**src/brm_config.svh**
```systemverilog
/*
 * Build-time parameters of the branch-miss redirect path
 * Address width, queue depth, reset fetch address, instruction size
 */
`ifndef BRM_CONFIG_SVH
`define BRM_CONFIG_SVH

// ====================
// Datapath widths
// ====================

// Width of fetch addresses and operand values
`define BRM_ABITS 32

// ====================
// Redirect queue and fetch
// ====================

// Number of miss records held between the branch unit and fetch
// The pointers wrap by overflow so this has to be a power of two
`define BRM_FIFO_DEPTH 4

// Fetch restarts here after reset
`define BRM_RSTPC 32'hFFFC0000

// Every instruction is six bytes long
`define BRM_INSN_BYTES 6

`endif

```
**src/brm_pkg.sv**
```systemverilog
/*
 * Shared types of the branch-miss redirect path
 * Address and value vectors, branch class and compare codes,
 * the decoded branch request, the queue entry and the fetch FSM states
 */
`include "brm_config.svh"

package brm_pkg;

	// ====================
	// Vector types
	// ====================

	typedef logic [`BRM_ABITS-1:0] pc_t;
	typedef logic [`BRM_ABITS-1:0] value_t;
	typedef logic [2:0] brclass_t;
	typedef logic [2:0] cond_t;

	// Displacement counts halfwords, so it is doubled before the add
	typedef logic [19:0] disp_t;

	// Branch classes seen by the miss logic
	localparam brclass_t BRC_NONE = 3'd0;
	localparam brclass_t BRC_BCCD = 3'd1;
	localparam brclass_t BRC_BCCR = 3'd2;
	localparam brclass_t BRC_JSR  = 3'd3;
	localparam brclass_t BRC_RTD  = 3'd4;
	localparam brclass_t BRC_ERET = 3'd5;

	// Compare conditions, the last two treat the operands as unsigned
	localparam cond_t CND_EQ  = 3'd0;
	localparam cond_t CND_NE  = 3'd1;
	localparam cond_t CND_LT  = 3'd2;
	localparam cond_t CND_GE  = 3'd3;
	localparam cond_t CND_LTU = 3'd4;
	localparam cond_t CND_GEU = 3'd5;

	// ====================
	// Structures
	// ====================

	// Decoded micro-op fields that steer the target computation
	typedef struct packed {
		brclass_t brclass;
		cond_t cond;
		disp_t disp;
		logic eret_sel;
		logic [4:0] eret_ofs;
	} branch_op_t;

	// One resolved branch as issued to the branch unit
	typedef struct packed {
		branch_op_t op;
		pc_t pc;
		value_t arg_a;
		value_t arg_b;
		value_t arg_c;
		logic bt;
	} branch_req_t;

	// One queue entry, the corrected fetch address and what caused it
	typedef struct packed {
		pc_t misspc;
		brclass_t brclass;
		logic takb;
	} redirect_t;

	// Fetch sequencer states
	typedef enum logic [0:0] {
		FETCH_RUN,
		FETCH_FLUSH
	} fetch_state_t;

endpackage

```
**src/branch_miss_top.sv**
```systemverilog
/*
 * Branch-miss redirect path top level
 * Branch unit, redirect queue and fetch sequencer in a chain
 */
`timescale 1ns/1ps
`include "brm_config.svh"

module branch_miss_top
(
	input logic clk,
	input logic reset,
	input logic branch_valid,
	input brm_pkg::branch_req_t branch_req,
	input brm_pkg::pc_t [1:0] pc_stack,
	input logic fetch_stall,
	output brm_pkg::pc_t fetch_pc,
	output logic fetch_valid,
	output logic redirect_strobe,
	output logic overflow
);

logic push;
brm_pkg::redirect_t push_data;
logic pop;
brm_pkg::redirect_t head;
logic not_empty;

// Producer side, one miss record per mispredicted branch
branch_resolve u_resolve
(
	.clk(clk),
	.reset(reset),
	.branch_valid(branch_valid),
	.req(branch_req),
	.pc_stack(pc_stack),
	.push(push),
	.push_data(push_data)
);

// Records wait here while fetch is stalled
redirect_fifo u_fifo
(
	.clk(clk),
	.reset(reset),
	.push(push),
	.push_data(push_data),
	.pop(pop),
	.head(head),
	.not_empty(not_empty),
	.overflow(overflow)
);

fetch_sequencer u_fetch
(
	.clk(clk),
	.reset(reset),
	.not_empty(not_empty),
	.head(head),
	.fetch_stall(fetch_stall),
	.pop(pop),
	.fetch_pc(fetch_pc),
	.fetch_valid(fetch_valid),
	.redirect_strobe(redirect_strobe)
);

endmodule

```
**src/branch_resolve.sv**
```systemverilog
/*
 * Branch unit back half
 * Evaluates the compare condition, decides whether the prediction missed
 * and registers a miss record with a one-cycle push strobe
 */
`timescale 1ns/1ps
`include "brm_config.svh"

module branch_resolve
(
	input logic clk,
	input logic reset,
	input logic branch_valid,
	input brm_pkg::branch_req_t req,
	input brm_pkg::pc_t [1:0] pc_stack,
	output logic push,
	output brm_pkg::redirect_t push_data
);

logic cond_true;
logic takb;
logic miss;
brm_pkg::pc_t misspc;

// ====================
// Condition and outcome
// ====================

always_comb
begin
	case (req.op.cond)
	brm_pkg::CND_EQ:  cond_true = req.arg_a == req.arg_b;
	brm_pkg::CND_NE:  cond_true = req.arg_a != req.arg_b;
	brm_pkg::CND_LT:  cond_true = $signed(req.arg_a) < $signed(req.arg_b);
	brm_pkg::CND_GE:  cond_true = $signed(req.arg_a) >= $signed(req.arg_b);
	brm_pkg::CND_LTU: cond_true = req.arg_a < req.arg_b;
	brm_pkg::CND_GEU: cond_true = req.arg_a >= req.arg_b;
	default:          cond_true = 1'b0;
	endcase
end

always_comb
begin
	// Only the conditional classes depend on the compare
	case (req.op.brclass)
	brm_pkg::BRC_BCCD,
	brm_pkg::BRC_BCCR:
		takb = cond_true;
	default:
		takb = 1'b1;
	endcase

	// A miss is any case where fetch went somewhere other than the real path
	case (req.op.brclass)
	brm_pkg::BRC_BCCD,
	brm_pkg::BRC_BCCR:
		miss = req.bt != takb;
	// Subroutine calls are fine if the front end predicted them taken
	brm_pkg::BRC_JSR:
		miss = !req.bt;
	brm_pkg::BRC_RTD,
	brm_pkg::BRC_ERET:
		miss = 1'b1;
	default:
		miss = 1'b0;
	endcase
end

// Only the corrected fetch address goes into the miss record
branch_target_calc u_target
(
	.req(req),
	.pc_stack(pc_stack),
	.takb(takb),
	.dstpc(),
	.misspc(misspc)
);

// ====================
// Miss record register
// ====================

always_ff @(posedge clk)
begin
	if (reset)
		push <= 1'b0;
	else
		push <= branch_valid & miss;
end

// The record is only looked at while push is high
always_ff @(posedge clk)
begin
	if (branch_valid)
	begin
		push_data.misspc <= misspc;
		push_data.brclass <= req.op.brclass;
		push_data.takb <= takb;
	end
end

endmodule

```
**src/branch_target_calc.sv**
```systemverilog
/*
 * Branch destination and miss address computation
 * Purely combinational, one result per branch class
 */
`timescale 1ns/1ps
`include "brm_config.svh"

module branch_target_calc
(
	input brm_pkg::branch_req_t req,
	input brm_pkg::pc_t [1:0] pc_stack,
	input logic takb,
	output brm_pkg::pc_t dstpc,
	output brm_pkg::pc_t misspc
);

// Sign-extended displacement, already scaled from halfwords to bytes
brm_pkg::pc_t disp_ext;

// Address of the instruction that follows the branch
brm_pkg::pc_t fall_pc;

// Return-address stack entry picked by the exception return
brm_pkg::pc_t eret_base;

// Exception return offset converted from instructions to bytes
brm_pkg::pc_t eret_adj;

// ====================
// Address terms
// ====================

always_comb
begin
	// The displacement field holds halfwords, shift in a zero to get bytes
	disp_ext = {{(`BRM_ABITS-21){req.op.disp[19]}}, req.op.disp, 1'b0};
	fall_pc = req.pc + brm_pkg::pc_t'(`BRM_INSN_BYTES);
end

always_comb
begin
	// Entry 1 is the older saved address, used when eret_sel is set
	if (req.op.eret_sel)
		eret_base = pc_stack[1];
	else
		eret_base = pc_stack[0];
	// Offset counts whole instructions, each six bytes
	eret_adj = brm_pkg::pc_t'(req.op.eret_ofs) * brm_pkg::pc_t'(`BRM_INSN_BYTES);
end

// ====================
// Destination
// ====================

always_comb
begin
	case (req.op.brclass)
	brm_pkg::BRC_BCCD:
		dstpc = req.pc + disp_ext;
	// Register-indirect conditional branch takes its target from the third operand
	brm_pkg::BRC_BCCR:
		dstpc = req.arg_c;
	brm_pkg::BRC_JSR:
		dstpc = req.pc + disp_ext;
	// Return goes to the address held in the first operand
	brm_pkg::BRC_RTD:
		dstpc = req.arg_a;
	brm_pkg::BRC_ERET:
		dstpc = eret_base + eret_adj;
	default:
		// Not a branch, park the destination at the reset vector
		dstpc = `BRM_RSTPC;
	endcase
end

// ====================
// Corrected fetch address
// ====================

always_comb
begin
	case (req.op.brclass)
	brm_pkg::BRC_BCCD,
	brm_pkg::BRC_BCCR:
		begin
			// A conditional branch that was not taken resumes after itself
			if (takb)
				misspc = dstpc;
			else
				misspc = fall_pc;
		end
	default:
		// Unconditional classes always restart at their destination
		misspc = dstpc;
	endcase
end

endmodule

```
**src/fetch_sequencer.sv**
```systemverilog
/*
 * Fetch address counter with restart FSM
 * Pops miss records and restarts fetch behind a one-cycle bubble
 */
`timescale 1ns/1ps
`include "brm_config.svh"

module fetch_sequencer
(
	input logic clk,
	input logic reset,
	input logic not_empty,
	input brm_pkg::redirect_t head,
	input logic fetch_stall,
	output logic pop,
	output brm_pkg::pc_t fetch_pc,
	output logic fetch_valid,
	output logic redirect_strobe
);

brm_pkg::fetch_state_t state;

// ====================
// Queue drain and fetch qualifier
// ====================

// Take a redirect whenever one is waiting and fetch may move
assign pop = not_empty & !fetch_stall;

// Flush cycles and stalled cycles deliver nothing to decode
assign fetch_valid = (state == brm_pkg::FETCH_RUN) & !fetch_stall;

// ====================
// Address counter and FSM
// ====================

always_ff @(posedge clk)
begin
	if (reset)
	begin
		state <= brm_pkg::FETCH_FLUSH;
		fetch_pc <= `BRM_RSTPC;
		redirect_strobe <= 1'b0;
	end
	else
	begin
		redirect_strobe <= 1'b0;
		if (pop)
		begin
			// Restart at the corrected address, whatever the current state
			fetch_pc <= head.misspc;
			state <= brm_pkg::FETCH_FLUSH;
			redirect_strobe <= 1'b1;
		end
		else if (!fetch_stall)
		begin
			// The flush bubble also moves the counter past the restart address
			fetch_pc <= fetch_pc + brm_pkg::pc_t'(`BRM_INSN_BYTES);
			state <= brm_pkg::FETCH_RUN;
		end
		// Stalled with nothing to pop, the address and the state hold
	end
end

endmodule

```
**src/redirect_fifo.sv**
```systemverilog
/*
 * Queue of miss records between the branch unit and fetch
 * Circular buffer with a sticky overflow flag
 */
`timescale 1ns/1ps
`include "brm_config.svh"

module redirect_fifo
(
	input logic clk,
	input logic reset,
	input logic push,
	input brm_pkg::redirect_t push_data,
	input logic pop,
	output brm_pkg::redirect_t head,
	output logic not_empty,
	output logic overflow
);

localparam int PTR_BITS = $clog2(`BRM_FIFO_DEPTH);
localparam logic [PTR_BITS:0] FULL_COUNT = `BRM_FIFO_DEPTH;

brm_pkg::redirect_t mem [`BRM_FIFO_DEPTH];
logic [PTR_BITS-1:0] wr_ptr;
logic [PTR_BITS-1:0] rd_ptr;
logic [PTR_BITS:0] count;
logic full;
logic do_push;
logic do_pop;

// ====================
// Status and qualifiers
// ====================

assign full = count == FULL_COUNT;
assign not_empty = count != '0;

// A push against a full queue is lost, even if a pop frees a slot this cycle
assign do_push = push & !full;
assign do_pop = pop & not_empty;

// Oldest record sits at the read pointer
assign head = mem[rd_ptr];

// ====================
// Storage
// ====================

always_ff @(posedge clk)
begin
	if (do_push)
		mem[wr_ptr] <= push_data;
end

// ====================
// Pointers and occupancy
// ====================

always_ff @(posedge clk)
begin
	if (reset)
	begin
		wr_ptr <= '0;
		rd_ptr <= '0;
		count <= '0;
		overflow <= 1'b0;
	end
	else
	begin
		// Pointers wrap on their own since the depth is a power of two
		if (do_push)
			wr_ptr <= wr_ptr + 1'b1;
		if (do_pop)
			rd_ptr <= rd_ptr + 1'b1;
		case ({do_push, do_pop})
		2'b10: count <= count + 1'b1;
		2'b01: count <= count - 1'b1;
		default: count <= count;
		endcase
		// Stays set until reset so a lost redirect is never missed
		if (push && full)
			overflow <= 1'b1;
	end
end

endmodule

```
**config.mk**
```make
export PLATFORM = sky130hd
export DESIGN_NAME = branch_miss_top
export DESIGN_NICKNAME = d
export VERILOG_FILES = /design/src/brm_pkg.sv /design/src/branch_miss_top.sv /design/src/branch_resolve.sv /design/src/branch_target_calc.sv /design/src/fetch_sequencer.sv /design/src/redirect_fifo.sv
export VERILOG_INCLUDE_DIRS = /design/src
export SDC_FILE = /design/constraint.sdc
export NUM_CORES = 1
export LEC_CHECK = 0
export ABC_AREA = 0
export BUFFER_PORTS_ARGS = -buffer_cell sky130_fd_sc_hd__buf_2
export CAP_MARGIN = 10
export CORE_UTILIZATION = 57
export CTS_CLUSTER_DIAMETER = 80
export DETAILED_ROUTE_END_ITERATION = 8
export HOLD_SLACK_MARGIN = 0.15
export PLACE_DENSITY = 0.82
export SLEW_MARGIN = 20
export SYNTH_ARGS = -nofsm -noshare
export SYNTH_HDL_FRONTEND = slang
export SYNTH_SLANG_ARGS = --single-unit
```
**constraint.sdc**
```tcl
create_clock -name clk -period 7.3 [get_ports clk]
set_input_delay 1.46 -clock clk [delete_from_list [all_inputs] [get_ports clk]]
set_output_delay 1.46 -clock clk [all_outputs]
set_load 0.02 [all_outputs]
```
; Yosys cells after proc, flatten, opt, wreduce, memory -nomap -nowiden
; Memories as Yosys holds them, arrays and structs flattened. A register that Yosys moved wholly into a read port is not among the register bits.
; Index checks and enable logic that the tools add are counted.
[op_classes]
add_sub_neg = 8
mul = 1
magnitude_cmp = 4
eq_ne = 17
mux = 15
n_bitwise = 6
reduce_logical = 11
[ops]
columns = operator, n
row1 = 32-bit 2-to-1 mux, 5
row2 = 32-bit one-hot mux with 4 select lines, 1
row3 = 32-bit by 3-bit adder with 32-bit output (second input constant), 2
row4 = 32-bit >= comparator, 2
row5 = 32-bit < comparator, 2
row6 = 32-bit adder, 1
row7 = 32-bit by 8-bit adder with 32-bit output, 1
row8 = 32-bit equality test, 1
row9 = 32-bit inequality test, 1
row10 = 3-bit equality test (second input constant), 5
row11 = 3-bit by 2-bit equality test with 1-bit output (second input constant), 4
row12 = 2-bit OR reduction, 4
row13 = 5-bit by 2-bit multiplier with 7-bit output (second input constant), 1
row14 = 3-bit by 1-bit equality test with 1-bit output (second input constant), 2
row15 = 1-bit one-hot mux with 6 select lines, 1
row16 = 3-bit one-hot mux with 2 select lines, 1
row17 = 1-bit bitwise AND, 5
row18 = 2-bit by 1-bit adder with 2-bit output (second input constant), 2
row19 = 1-bit 2-to-1 mux, 4
row20 = 2-bit 2-to-1 mux, 2
row21 = 3-bit by 1-bit adder with 3-bit output (second input constant), 1
row22 = 1-bit zero test, 3
row23 = 3-bit zero test, 1
row24 = 1-bit one-hot mux with 3 select lines, 1
row25 = other kinds (9), 9
[word_totals]
reg_bits = 79
mem_bits_rw = 144
inputBits = 229
out_inout_bits = 35
n_memories = 1
[memory_table]
columns = name, words, word_bits, rd, rd_clocked_by_memory_dff, wr, line_no
row1 = u_fifo.mem, 4, 36, 1, 1, 1, redirect_fifo.sv:23  ; brm_pkg::redirect_t mem [`BRM_FIFO_DEPTH];

; Depth between registers and ports, before layout
; Gate-level depths: netlist (run 1).
[logic_depth]
ltp_word = 6
ltp_mapped = 20
ltp_nobuf = 17

; Hierarchy
; From an unflattened synthesis (run 1), not the netlist that was laid out.
[hier_totals]
cells_unflattened = 1462
hier_area_um2 = 15103.2
[modules_own_cells]
columns = mod, instances, cells_per_inst, area_each_um2
row1 = redirect_fifo, 1, 242, 5751.8
row2 = branch_target_calc, 1, 766, 5142.4
row3 = branch_resolve, 1, 177, 2123.3
row4 = fetch_sequencer, 1, 277, 2085.8

; Worst setup path after synthesis (run 1)
; Ideal clock, no wire load.
[synth_timing]
kind = input-to-reg
start = input branch_req[134] (netlist bit)
end = register, netlist name u_resolve.push_data[19]
setup_ns = 0.260
t_arrival_ns = 5.467
t_required_ns = 7.040
setup_slack_ns = 1.573
stages = 20
path_buffers = 7
cell_sequence = buf_4 buf_6 buf_2 buf_1 buf_1 clkbuf_1 mux2_2 ha_1 inv_1 fa_1 nor2b_1 o21a_1 o21ai_0 a21oi_1 clkbuf_1 nand3_1 xnor2_1 mux2i_1 o211ai_1 mux2_2
[synth_via]
elab_chain_cells = 5
[synth_rtl]
columns = element, line_no
row1 = start: declaration, branch_miss_top.sv:13  ; input brm_pkg::branch_req_t branch_req,
row2 = 32-bit 2-to-1 mux (*), branch_target_calc.sv:43  ; if (req.op.eret_sel)
row3 = 32-bit by 8-bit adder with 32-bit output (*), branch_target_calc.sv:69  ; dstpc = eret_base + eret_adj;
row4 = 32-bit one-hot mux with 4 select lines (*), branch_target_calc.sv:57  ; case (req.op.brclass)
row5 = 32-bit 2-to-1 mux, branch_target_calc.sv:87  ; if (takb)
row6 = 32-bit 2-to-1 mux (*), branch_target_calc.sv:82  ; case (req.op.brclass)
row7 = via u_resolve.misspc[15], branch_resolve.sv:23  ; brm_pkg::pc_t misspc;
; The timed path passes the listed nets; every way through them passes the cells marked *.
; A chain may end at the register's enable or synchronous reset.

; Worst setup path after layout (run 1)
[layout_timing]
start = input branch_req[130] (netlist bit)
end = register, netlist name u_resolve.push_data[18]
[layout_via]
elab_chain_cells = 5
[layout_rtl]
columns = element, line_no
row1 = 5-bit by 2-bit multiplier with 7-bit output (*), branch_target_calc.sv:48  ; eret_adj = brm_pkg::pc_t'(req.op.eret_ofs) * brm_pkg::pc_t'(`BRM_INSN_BYTES);
row2 = 32-bit by 8-bit adder with 32-bit output (*), branch_target_calc.sv:69
row3 = 32-bit one-hot mux with 4 select lines (*), branch_target_calc.sv:57
row4 = 32-bit 2-to-1 mux, branch_target_calc.sv:87
row5 = 32-bit 2-to-1 mux (*), branch_target_calc.sv:82
row6 = via u_resolve.misspc[14], branch_resolve.sv:23
; Marked as above.

==> results of run 1 <==
-- kinds of logic (layout without fill, tap and decap cells) --
family                   count (synthesis)  in the layout  synth area share
AO/OA/AOI/OAI                          375            375             0.177
XOR/XNOR                                84             84            0.0541
adder cells (fa/ha/maj)                 85             85            0.0796
buffers and inverters                  133            381            0.0392
flip-flops                             205            205             0.415
multiplexers                            79             79            0.0890
other                                    0              9                 0
AND/OR/NAND/NOR                        405            405             0.146
-- cell type report --
type                    count  share of cell area
clock buffers              21              0.0316
multi-input cells        1028               0.470
well taps                 319              0.0250
clock inverters            15             0.00948
inverters                  71              0.0167
diodes                      9             0.00141
repair buffers            274              0.0881
flip-flops and latches    205               0.357
-- report_power, final --
group / total [W] / switching, W / internal [W]
clock network: 0.00102 / 0.000436 / 0.000581
registers: 0.00149 / 0.000105 / 0.00139
logic: 0.00125 / 0.000732 / 0.000521
total: 0.00376 / 0.00127 / 0.00249
-- critical path, cell delays in order --
cell and delay, ns:
buf_2 0.10, ha_1 0.16, inv_1 0.06, fa_1 0.40, inv_1 0.07, a21oi_1 0.06, nor2_1 0.09, nor2_1 0.06
xnor2_1 0.13, ha_1 0.34, or2_2 0.28, a21oi_1 0.47, nor2_1 0.29, nand2_1 0.14, xor2_1 0.07, mux2_2 0.27
a222oi_1 0.37, mux2i_1 0.14
-- per-stage QoR --
stage / hold slack [ns] / power, W / utilization / std cells / setup slack [ns]
after global routing: 0.517 / 0.00395 / 0.678 / 1941 / 2.39
after floorplan: 0.450 / 0.00239 / - / 1366 / 1.57
after CTS: 0.495 / 0.00376 / 0.677 / 1932 / 2.52
final: 0.502 / 0.00376 / 0.678 / 1942 / 2.58
after global placement: 0.460 / 0.00271 / 0.649 / 1896 / 2.10
after detailed placement: 0.486 / 0.00275 / 0.649 / 1896 / 1.99
-- layer usage --
metal	track usage	vias to the layer above	share of wire
met3	0.0424	95	0.065
met4	0.150	4	0.045
met5	0	-	0.00057
met2	0.554	534	0.50
met1	0.371	5579	0.39
li1	-	5628	-
-- registers in the layout, indices dropped and copies added, names as in the netlist, named ones only --
name and flops:
u_fetch.redirect_strobe 1, u_fifo.rd_ptr 2, u_fetch.state 1, u_resolve.push_data 32
u_fifo.mem 128, u_fifo.wr_ptr 2, u_fifo.count 3, u_fifo.overflow 1
u_fetch.fetch_pc 32, u_resolve.push 1
-- path summary, 6_finish.rpt --
kind | to | depth (start not counted) | slack, ns | startpoint
worst max-delay path | u_resolve.push_data[18]$_DFFE_PP_ | 18 | 2.58 | branch_req[130]
worst max register to register | u_fetch.fetch_pc[30]$_SDFFE_PP1P_ | 9 | 4.42 | u_fetch.fetch_pc[1]$_SDFFE_PP0P_
worst min-delay path | u_fetch.state$_SDFFE_PP1N_ | 2 | 0.50 | u_fetch.state$_SDFFE_PP1N_
worst min register to register | u_fetch.state$_SDFFE_PP1N_ | 2 | 0.50 | u_fetch.state$_SDFFE_PP1N_
-- cell usage in the layout, fill, tap and decap left out, drive strengths merged, types with 25 or more instances in the layout --
| cell type | n |
|---|---|
| nand3 | 50 |
| inv | 71 |
| mux2i | 30 |
| xnor2 | 43 |
| nor2 | 124 |
| xor2 | 41 |
| a21oi | 127 |
| a21o | 25 |
| mux4 | 32 |
| buf | 274 |
| ha | 81 |
| nor3 | 28 |
| o21ai | 56 |
| dfxtp | 45 |
| nand2 | 76 |
| edfxtp | 160 |
| o22ai | 32 |
==> metrics.md, run 1 <==
| Metric | Value |
|---|---|
| Cell Pwr Density | `235 nW/um^2` |
| Seq/Total Area, Yosys | `0.415` |
| Filler Cells Inserted | `1845` |
| Post-synth net total | `1680` |
| Area Growth Syn to Fin | `16.2%` |
| Vias in the first global route | `11441` |
| CTS tree | `done` |
| H-Tree Level Count | `1` |
| CTS Hold Bufs | `0` |
| Routed WL | `38500 um` |
| Total track usage | `0.312` |
| Vias/cell | `6.10` |
| Multi-input gate area | `7510 um^2` |
| Clock buffer depth | `3` |
| Largest net degree at the start of global routing | `68` |
| Post-synth top area cell | `edfxtp_1` |
| Final critical-path required period | `4.72 ns` |
| Synthesis Warnings | `0` |
| # Post-CTS Setup Buffers | `0` |
| Cts bufs inserted | `20` |
| # setup viols final | `0` |
| Wire length per cell | `19.8 um` |
| Residual DRC count | `0` |
| Share of cells above drive strength 1 | `0.233` |
| Worst VDD drop | `221 uV` |
| Final Hold Viols | `0` |
| Register Area | `5710 um^2` |
| Rel. slew slack | `0.302` |
| Mapped cell area | `13700 um^2` |
| Core area | `23500 um^2` |
| Synth top cells by count | `edfxtp_1 (160), a21oi_1 (127), nor2_1 (124), ha_1 (81), nand2_1 (76)` |
| Hpwl dp | `29800 um` |
| Nets | `1914` |
| Die width | `157 um` |
| GRT Residual Overflow | `0` |
| Total Neg Setup Slack | `0 ns` |
| EDFF count, synth | `160` |
| Total of max-cap violations | `0` |
| Slew @ Worst Pin | `1.04 ns` |
| Initial DRC Count | `1057` |
| CTS root buf | `clkbuf_16` |
| Detail Route Antenna Nets | `0` |
| RSZ-0062 raised after global routing | `no` |
| WS Path Type | `input port to flop` |
| Final Slew Violations | `0` |
| Synth top area share | `0.350` |
| Number of port buffers | `263` |
| GPL Wtd Cong | `0.932` |
| Most frequent cell after synthesis | `edfxtp_1` |
| Initial Utilization | `0.584` |
| CP Capture Type | `flop` |
| Total die area | `24700 um^2` |
| Setup crit start kind | `input port` |
| Die H | `157 um` |
| Worst-case clock skew | `0.0154 ns` |
| Design area | `16000 um^2` |
| Distinct cells, synth | `78` |
| Arrival time at the worst endpoint | `4.95 ns` |
| Clock transition at path regs | `0.06 ns` |
| #FFs+latches synth | `205` |
| Status | `complete, no violations` |
| CP Data Required Time | `7.53 ns` |
| Critical-path maximum fanout | `9` |
| Vias | `11840` |
| Cts repair resizes | `0` |
| Area contributors post-synth | `edfxtp_1 (35%), ha_1 (7.4%), dfxtp_1 (6.6%)` |
| Final Cycle Share | `0.647` |
| Pre-antenna DRT Iters | `5` |
| Ports | `264` |
| Worst-Skew Late Latency | `0.50 ns` |
| Synth async-reset ratio | `0` |
| Avg Cell Area, Syn | `10.1 um^2` |
| Sink Count | `205` |
| Fmax | `0.212 GHz` |
| Initial antenna violation count | `11` |
| Area post-placement | `15300 um^2` |
| Main synth FF type | `edfxtp_1` |
| Row count | `56` |
| Post-Synthesis Cells | `1366` |
| P_leak | `6.28 nW` |
| First-pass GRT wire length | `59100 um` |
| Hold Path Class | `flop to flop` |
No activity file was read; power rests on OpenSTA's default activity.
==> run 2: changes to the inputs <==
Settings changed: CORE_UTILIZATION 57 to 51, PLACE_DENSITY 0.82 to 0.77.
Clock period 7.3 ns to 4.1 ns, I/O delays scaled along.
==> run 2 against run 1 <==
Critical endpoint is now u_resolve.push_data[17]$_DFFE_PP_. Cell count rose by 2.1%. Via count rose by 1.5%. Register-to-register slack got worse by 2.9 ns. The run now ends with DRC left. Count of clock-buffer cells in the layout rose by 5. Clock skew rose by 0.0028 ns. Non-clock buffer count rose by 30. Worst setup slack got worse by 2.3 ns. Flip-flop and latch count did not move. Sequential power rose by 82%. First-iteration DRC count rose by 11%.
==> metrics.md, run 2 (same netlist as run 1, synthesis figures left out) <==
| Metric | Value |
|---|---|
| Status | `finished, violations left (was complete, no violations)` |
| Violated checks | `DRC` |
| Buf/Inv on CP | `3 (unchanged)` |
| Area post-placement | `15600 um^2 (was 15300 um^2)` |
| GRT Residual Overflow | `0 (unchanged)` |
| Sw frac | `0.338 (about the same)` |
| Slew @ Worst Pin | `0.924 ns (was 1.04 ns)` |
| First-pass GRT wire length | `61800 um (was 59100 um)` |
| Final core area utilization | `0.619 (was 0.678)` |
| Cts bufs inserted | `21 (was 20)` |
| CTS tree | `done (unchanged)` |
| Critical-path maximum fanout | `8 (was 9)` |
| Reg with most FFs | `u_fifo.mem (unchanged)` |
| Vias | `12023 (was 11840)` |
| Final Hold Viols | `0 (unchanged)` |
| Vias/cell | `6.06 (was 6.10)` |
| CTS Hold Bufs | `0 (unchanged)` |
| Clock power share | `0.268 (was 0.270)` |
| Final Cycle Share | `0.922` |
| Initial antenna violation count | `5 (was 11)` |
| Core area | `26300 um^2 (was 23500 um^2)` |
| Setup crit start kind | `input port (unchanged)` |
| Commonest non-fill, non-tap cell in the layout | `buf_2 (unchanged)` |
| Total die area | `27600 um^2 (was 24700 um^2)` |
| Biggest regs | `u_fifo.mem: 128 flops, u_fetch.fetch_pc: 32 flops, u_resolve.push_data: 32 flops (unchanged)` |
| Final Slew Violations | `0 (unchanged)` |
| RSZ-0062 raised after global routing | `no (unchanged)` |
| Worst VDD drop | `346 uV (was 221 uV)` |
| Commonest cells after routing, fill and taps aside | `buf_2 (263), edfxtp_1 (160), a21oi_1 (126) (was buf_2 (263), edfxtp_1 (160), a21oi_1 (127))` |
| Max reg flops | `128 (unchanged)` |
| Fmax | `0.265 GHz` |
| Vias in the first global route | `11638 (was 11441)` |
| Cell Chain, Critical Path | `buf_2 -> ha_1 -> inv_1 -> fa_1 -> inv_1 -> a21oi_1 -> nor2_1 -> nor2_1 -> xnor2_1 -> ha_1 -> nor3_1 -> a21oi_1 -> a21boi_0 -> a211oi_1 -> a21o_1 -> a211oi_1 -> a21oi_1 (was buf_2 -> ha_1 -> inv_1 -> fa_1 -> inv_1 -> a21oi_1 -> nor2_1 -> nor2_1 -> xnor2_1 -> ha_1 -> or2_2 -> a21oi_1 -> nor2_1 -> nand2_1 -> xor2_1 -> mux2_2 -> a222oi_1 -> mux2i_1)` |
| CTS root buf | `clkbuf_16 (unchanged)` |
| H-Tree Level Count | `1 (unchanged)` |
| GPL Wtd Cong | `0.919 (was 0.932)` |
| Pre-antenna DRT Iters | `8 (was 5)` |
| Placed cells | `1943 (was 1896)` |
| Detail Route Antenna Nets | `0 (unchanged)` |
| Initial Utilization | `0.523 (was 0.584)` |
| Internal power | `0.00450 W (was 0.00249 W)` |
| WS Path Type | `input port to flop (unchanged)` |
| Total of max-cap violations | `0 (unchanged)` |
| Crit path largest cell delay | `0.59 ns (was 0.47 ns)` |
| Final critical-path required period | `3.78 ns` |
| Worst-case clock skew | `0.0182 ns (was 0.0154 ns)` |
| Most common cell on crit path | `a21oi_1 (was nor2_1)` |
| Sink Count | `205 (unchanged)` |
| Largest net degree at the start of global routing | `67 (was 68)` |
| Sequential share of power | `0.399 (was 0.396)` |
| NetSw | `0.00229 W (was 0.00127 W)` |
| Arrival time at the worst endpoint | `4.00 ns (was 4.95 ns)` |
| Worst-Skew Late Latency | `0.50 ns (about the same)` |
| # setup viols final | `0 (unchanged)` |
| CP max-delay cell | `nor3_1 (was a21oi_1)` |
| Filler Cells Inserted | `2190 (was 1845)` |
| Total track usage | `0.282 (was 0.312)` |
| Clock buffer depth | `3 (unchanged)` |
| CP Data Required Time | `4.32 ns (was 7.53 ns)` |
| Post-route insts no fill | `1983 (was 1942)` |
| Area Growth Syn to Fin | `18.3% (was 16.2%)` |
| Die H | `166 um (was 157 um)` |
| Design area | `16300 um^2 (was 16000 um^2)` |
| Power share of the combinational group | `0.333 (about the same)` |
| Nets | `1945 (was 1914)` |
| Wire length per cell | `20.1 um (was 19.8 um)` |
| Initial DRC Count | `1176 (was 1057)` |
| Share of cells above drive strength 1 | `0.251 (was 0.233)` |
| Hold Path Class | `flop to flop (unchanged)` |
| Row count | `59 (was 56)` |
| Rel. slew slack | `0.384 (was 0.302)` |
| Die width | `166 um (was 157 um)` |
| # Post-CTS Setup Buffers | `0 (unchanged)` |
| Number of port buffers | `263 (unchanged)` |
| Total Neg Setup Slack | `0 ns (unchanged)` |
| Clock transition at path regs | `0.06 ns (about the same)` |
| Residual DRC count | `18 (was 0)` |
| Hpwl dp | `30200 um (was 29800 um)` |
| Ports | `264 (unchanged)` |
| CP Capture Type | `flop (unchanged)` |
| P_leak | `6.44 nW (was 6.28 nW)` |
| Routed WL | `39800 um (was 38500 um)` |
| Cell Pwr Density | `418 nW/um^2 (was 235 nW/um^2)` |
| Top delay family on crit path | `compound AO/OA/AOI/OAI gates (was adder cells)` |
| Cts repair resizes | `0 (unchanged)` |
## run 2: layout make-up
class                           instances  area, um^2  area share
Sequential cell                       205        5710       0.351
Tap cell                              335         419      0.0258
Antenna cell                            4        10.0    0.000616
Multi-Input combinational cell       1028        7550       0.464
Inverter                               71         267      0.0164
Clock buffer                           26         544      0.0335
Clock inverter                         10         101     0.00623
Timing Repair Buffer                  304        1660       0.102
## run 2: power groups by stage
stage                     combinational [W]  clock (W)  sequential (W)
after global placement              0.00217          0         0.00274
after CTS                           0.00224    0.00185         0.00271
final                               0.00226    0.00182         0.00271
after floorplan                     0.00154          0         0.00273
after detailed placement            0.00222          0         0.00276
after global routing                0.00248    0.00193         0.00275
## run 2: worst paths after layout
kind	slack, ns	end	cells past startpoint	startpoint
max	0.32	u_resolve.push_data[17]$_DFFE_PP_	17	branch_req[130]
min	0.49	u_fetch.state$_SDFFE_PP1N_	2	u_fetch.state$_SDFFE_PP1N_
min reg2reg	0.49	u_fetch.state$_SDFFE_PP1N_	2	u_fetch.state$_SDFFE_PP1N_
max reg2reg	1.48	u_fetch.fetch_pc[30]$_SDFFE_PP1P_	10	u_fetch.fetch_pc[1]$_SDFFE_PP0P_
## run 2: through the flow
stage | worst slack (ns) | hold WS [ns] | power, W
floorplan | 0.00887 | 0.450 | 0.00428
global placement | -0.0550 | 0.463 | 0.00490
detailed placement | -0.119 | 0.478 | 0.00498
CTS | 0.400 | 0.492 | 0.00680
global route | 0.193 | 0.520 | 0.00716
finish | 0.320 | 0.485 | 0.00680
## run 2: layer usage
metal	global-route usage	routed length (um)	vias up	share of wire
met4	0.106	1450	6	0.036
met5	0	38	-	0.00095
met3	0.0441	2750	99	0.069
met2	0.482	19100	547	0.48
met1	0.362	16500	5678	0.41
li1	-	-	5693	-
## run 2: tightest hold or removal path: stages, from the launching register on
cell	delay, ns
dfxtp_1	0.33
mux2i_1	0.07
nand2b_1	0.06
==> run 3: changes to the inputs <==
Settings changed: CORE_UTILIZATION 51 to 53, CTS_BUF_LIST set to sky130_fd_sc_hd__clkbuf_4 sky130_fd_sc_hd__clkbuf_8, PLACE_DENSITY 0.77 to 0.8.
==> run 3 against run 2 <==
The flow now finishes without violations. Design area rose by 0.22%. Clock power barely moved. Sequential power barely moved. Count of clock-buffer cells in the layout rose by 14. Total power fell by 0.84%. Global-route usage rose by 0.35 points. Critical path type unchanged. Register-to-register slack improved by 0.03 ns.
==> metrics.md, run 3 (same netlist as run 1, synthesis figures left out) <==
| Metric | Value |
|---|---|
| WS Path Type | `input port to flop (unchanged)` |
| Design area | `16300 um^2 (about the same)` |
| Fmax | `0.270 GHz (was 0.265 GHz)` |
| Ports | `264 (unchanged)` |
| CTS tree | `done (unchanged)` |
| Area post-placement | `15600 um^2 (about the same)` |
| Buf/Inv on CP | `4 (was 3)` |
| Die H | `163 um (was 166 um)` |
| Cell Chain, Critical Path | `buf_2 -> ha_1 -> inv_1 -> fa_1 -> inv_1 -> a21oi_1 -> nor2_1 -> nor2_1 -> xnor2_1 -> ha_1 -> nor3_1 -> o21a_1 -> nor2_2 -> buf_4 -> nand3_1 -> xnor2_1 -> a21oi_1 -> o22ai_1 -> a41oi_2 (was buf_2 -> ha_1 -> inv_1 -> fa_1 -> inv_1 -> a21oi_1 -> nor2_1 -> nor2_1 -> xnor2_1 -> ha_1 -> nor3_1 -> a21oi_1 -> a21boi_0 -> a211oi_1 -> a21o_1 -> a211oi_1 -> a21oi_1)` |
| Met3 Track Usage GR | `0.0414 (was 0.0441)` |
| Commonest non-fill, non-tap cell in the layout | `buf_2 (unchanged)` |
| CP max-delay cell | `nor3_1 (unchanged)` |
| Pre-antenna DRT Iters | `7 (was 8)` |
| Clock transition at path regs | `0.06 ns (about the same)` |
| Share of cells above drive strength 1 | `0.264 (was 0.251)` |
| Total die area | `26600 um^2 (was 27600 um^2)` |
| Final Slew Violations | `0 (unchanged)` |
| Filler Cells Inserted | `2034 (was 2190)` |
| Initial DRC Count | `1166 (was 1176)` |
| Initial Utilization | `0.543 (was 0.523)` |
| Final Cycle Share | `0.904 (was 0.922)` |
| Setup crit start kind | `input port (unchanged)` |
| Total of max-cap violations | `0 (unchanged)` |
| Largest net degree at the start of global routing | `67 (unchanged)` |
| Vias/cell | `5.98 (was 6.06)` |
| GPL Wtd Cong | `0.931 (was 0.919)` |
| Commonest cells after routing, fill and taps aside | `buf_2 (263), edfxtp_1 (160), a21oi_1 (126) (unchanged)` |
| Initial antenna violation count | `10 (was 5)` |
| Number of port buffers | `263 (unchanged)` |
| Final Hold Viols | `0 (unchanged)` |
| Rel. slew slack | `0.272 (was 0.384)` |
| Worst VDD drop | `458 uV (was 346 uV)` |
| GR Util met2 | `0.492 (was 0.482)` |
| CP Capture Type | `flop (unchanged)` |
| Critical-path maximum fanout | `8 (unchanged)` |
| Multi-input gate area | `7550 um^2 (unchanged)` |
| Total Neg Setup Slack | `0 ns (unchanged)` |
| Detail Route Antenna Nets | `0 (unchanged)` |
| P_leak | `6.48 nW (was 6.44 nW)` |
| Layer with the highest usage | `met2 (unchanged)` |
| Area Growth Syn to Fin | `18.6% (was 18.3%)` |
| Sink Count | `205 (unchanged)` |
| Arrival time at the worst endpoint | `3.98 ns (was 4.00 ns)` |
| Die width | `163 um (was 166 um)` |
| Core area | `25300 um^2 (was 26300 um^2)` |
| Cell Pwr Density | `413 nW/um^2 (was 418 nW/um^2)` |
| Worst-Skew Late Latency | `0.54 ns (was 0.50 ns)` |
| CTS root buf | `clkbuf_8 (was clkbuf_16)` |
| CTS Hold Bufs | `0 (unchanged)` |
| Row count | `58 (was 59)` |
| Vias in the first global route | `11329 (was 11638)` |
| GRT Residual Overflow | `0 (unchanged)` |
| Hold Path Class | `flop to flop (unchanged)` |
| Total track usage | `0.286 (was 0.282)` |
| Wire length per cell | `19.3 um (was 20.1 um)` |
| Register Area | `5710 um^2 (unchanged)` |
| Max reg flops | `128 (unchanged)` |
| Cts bufs inserted | `31 (was 21)` |
| Cts repair resizes | `0 (unchanged)` |
| Worst hold margin | `0.484 ns (was 0.485 ns)` |
| Hpwl dp | `30100 um (was 30200 um)` |
| Clock buffer depth | `3 (unchanged)` |
| Vias | `11985 (was 12023)` |
| First-pass GRT wire length | `59100 um (was 61800 um)` |
| Worst-case clock skew | `0.00751 ns (was 0.0182 ns)` |
| Grt met1 use | `0.363 (was 0.362)` |
| Slew @ Worst Pin | `1.09 ns (was 0.924 ns)` |
| Final critical-path required period | `3.71 ns (was 3.78 ns)` |
| Residual DRC count | `0 (was 18)` |
| Routed WL | `38700 um (was 39800 um)` |
| RSZ-0062 raised after global routing | `no (unchanged)` |
| H-Tree Level Count | `1 (unchanged)` |
| Status | `complete, no violations (was finished, violations left)` |
| Top delay family on crit path | `simple AND/OR/NAND/NOR gates (was compound AO/OA/AOI/OAI gates)` |
| Crit path largest cell delay | `0.60 ns (was 0.59 ns)` |
| CP Data Required Time | `4.37 ns (was 4.32 ns)` |
| # Post-CTS Setup Buffers | `0 (unchanged)` |
| Nets | `1958 (was 1945)` |
| Biggest regs | `u_fifo.mem: 128 flops, u_fetch.fetch_pc: 32 flops, u_resolve.push_data: 32 flops (unchanged)` |
| # setup viols final | `0 (unchanged)` |
| Reg with most FFs | `u_fifo.mem (unchanged)` |
[run 3: changes by cell type in the layout (fill, tap and decap cells not counted), moves of 4 or more]
cell / change
clkinvlp_4: +4
clkbuf_4: +5
clkbuf_8: +35
buf_4: +5
clkbuf_1: -5
clkbuf_16: -21
[run 3: path summary, 6_finish.rpt]
check,start,endpoint,slack [ns],cells past startpoint
hold reg to reg,u_fetch.state$_SDFFE_PP1N_,u_fetch.state$_SDFFE_PP1N_,0.48,2
hold / removal,u_fetch.state$_SDFFE_PP1N_,u_fetch.state$_SDFFE_PP1N_,0.48,2
setup reg to reg,u_fetch.fetch_pc[1]$_SDFFE_PP0P_,u_fetch.fetch_pc[25]$_SDFFE_PP1P_,1.51,11
setup / recovery,branch_req[130],u_resolve.push_data[28]$_DFFE_PP_,0.39,19
[run 3: layout make-up]
cell class	instances	share of cell area
Antenna cell	5	0.000768
Clock buffer	40	0.0319
Clock inverter	17	0.0104
Inverter	71	0.0164
Multi-Input combinational cell	1028	0.463
Sequential cell	205	0.350
Tap cell	330	0.0253
Timing Repair Buffer	307	0.102
[run 3: metrics by stage]
stage	setup WS [ns]	util	cells	total power [W]
2_1_floorplan	0.00887	-	1366	0.00428
3_3_place_gp	-0.0119	0.616	1941	0.00490
3_5_place_dp	-0.0947	0.616	1941	0.00496
4_1_cts	0.475	0.643	1998	0.00675
5_1_grt	0.244	0.643	2002	0.00711
6_report	0.393	0.644	2003	0.00674
[run 3: layer usage]
layer,up-vias,wire [um]
met2,521,18700
met4,6,1410
met1,5640,15800
met5,-,30
met3,93,2710
li1,5725,-
[run 3: tightest hold or removal path, stage by stage, from the launching register on]
cell,delay (ns)
dfxtp_1,0.33
mux2i_1,0.07
nand2b_1,0.06
[run 3: report_power, final]
part / total, W / internal (W) / switching [W]
clock: 0.00180 / 0.00103 / 0.000769
sequential: 0.00272 / 0.00247 / 0.000252
combinational: 0.00222 / 0.000971 / 0.00125
total: 0.00674 / 0.00446 / 0.00227
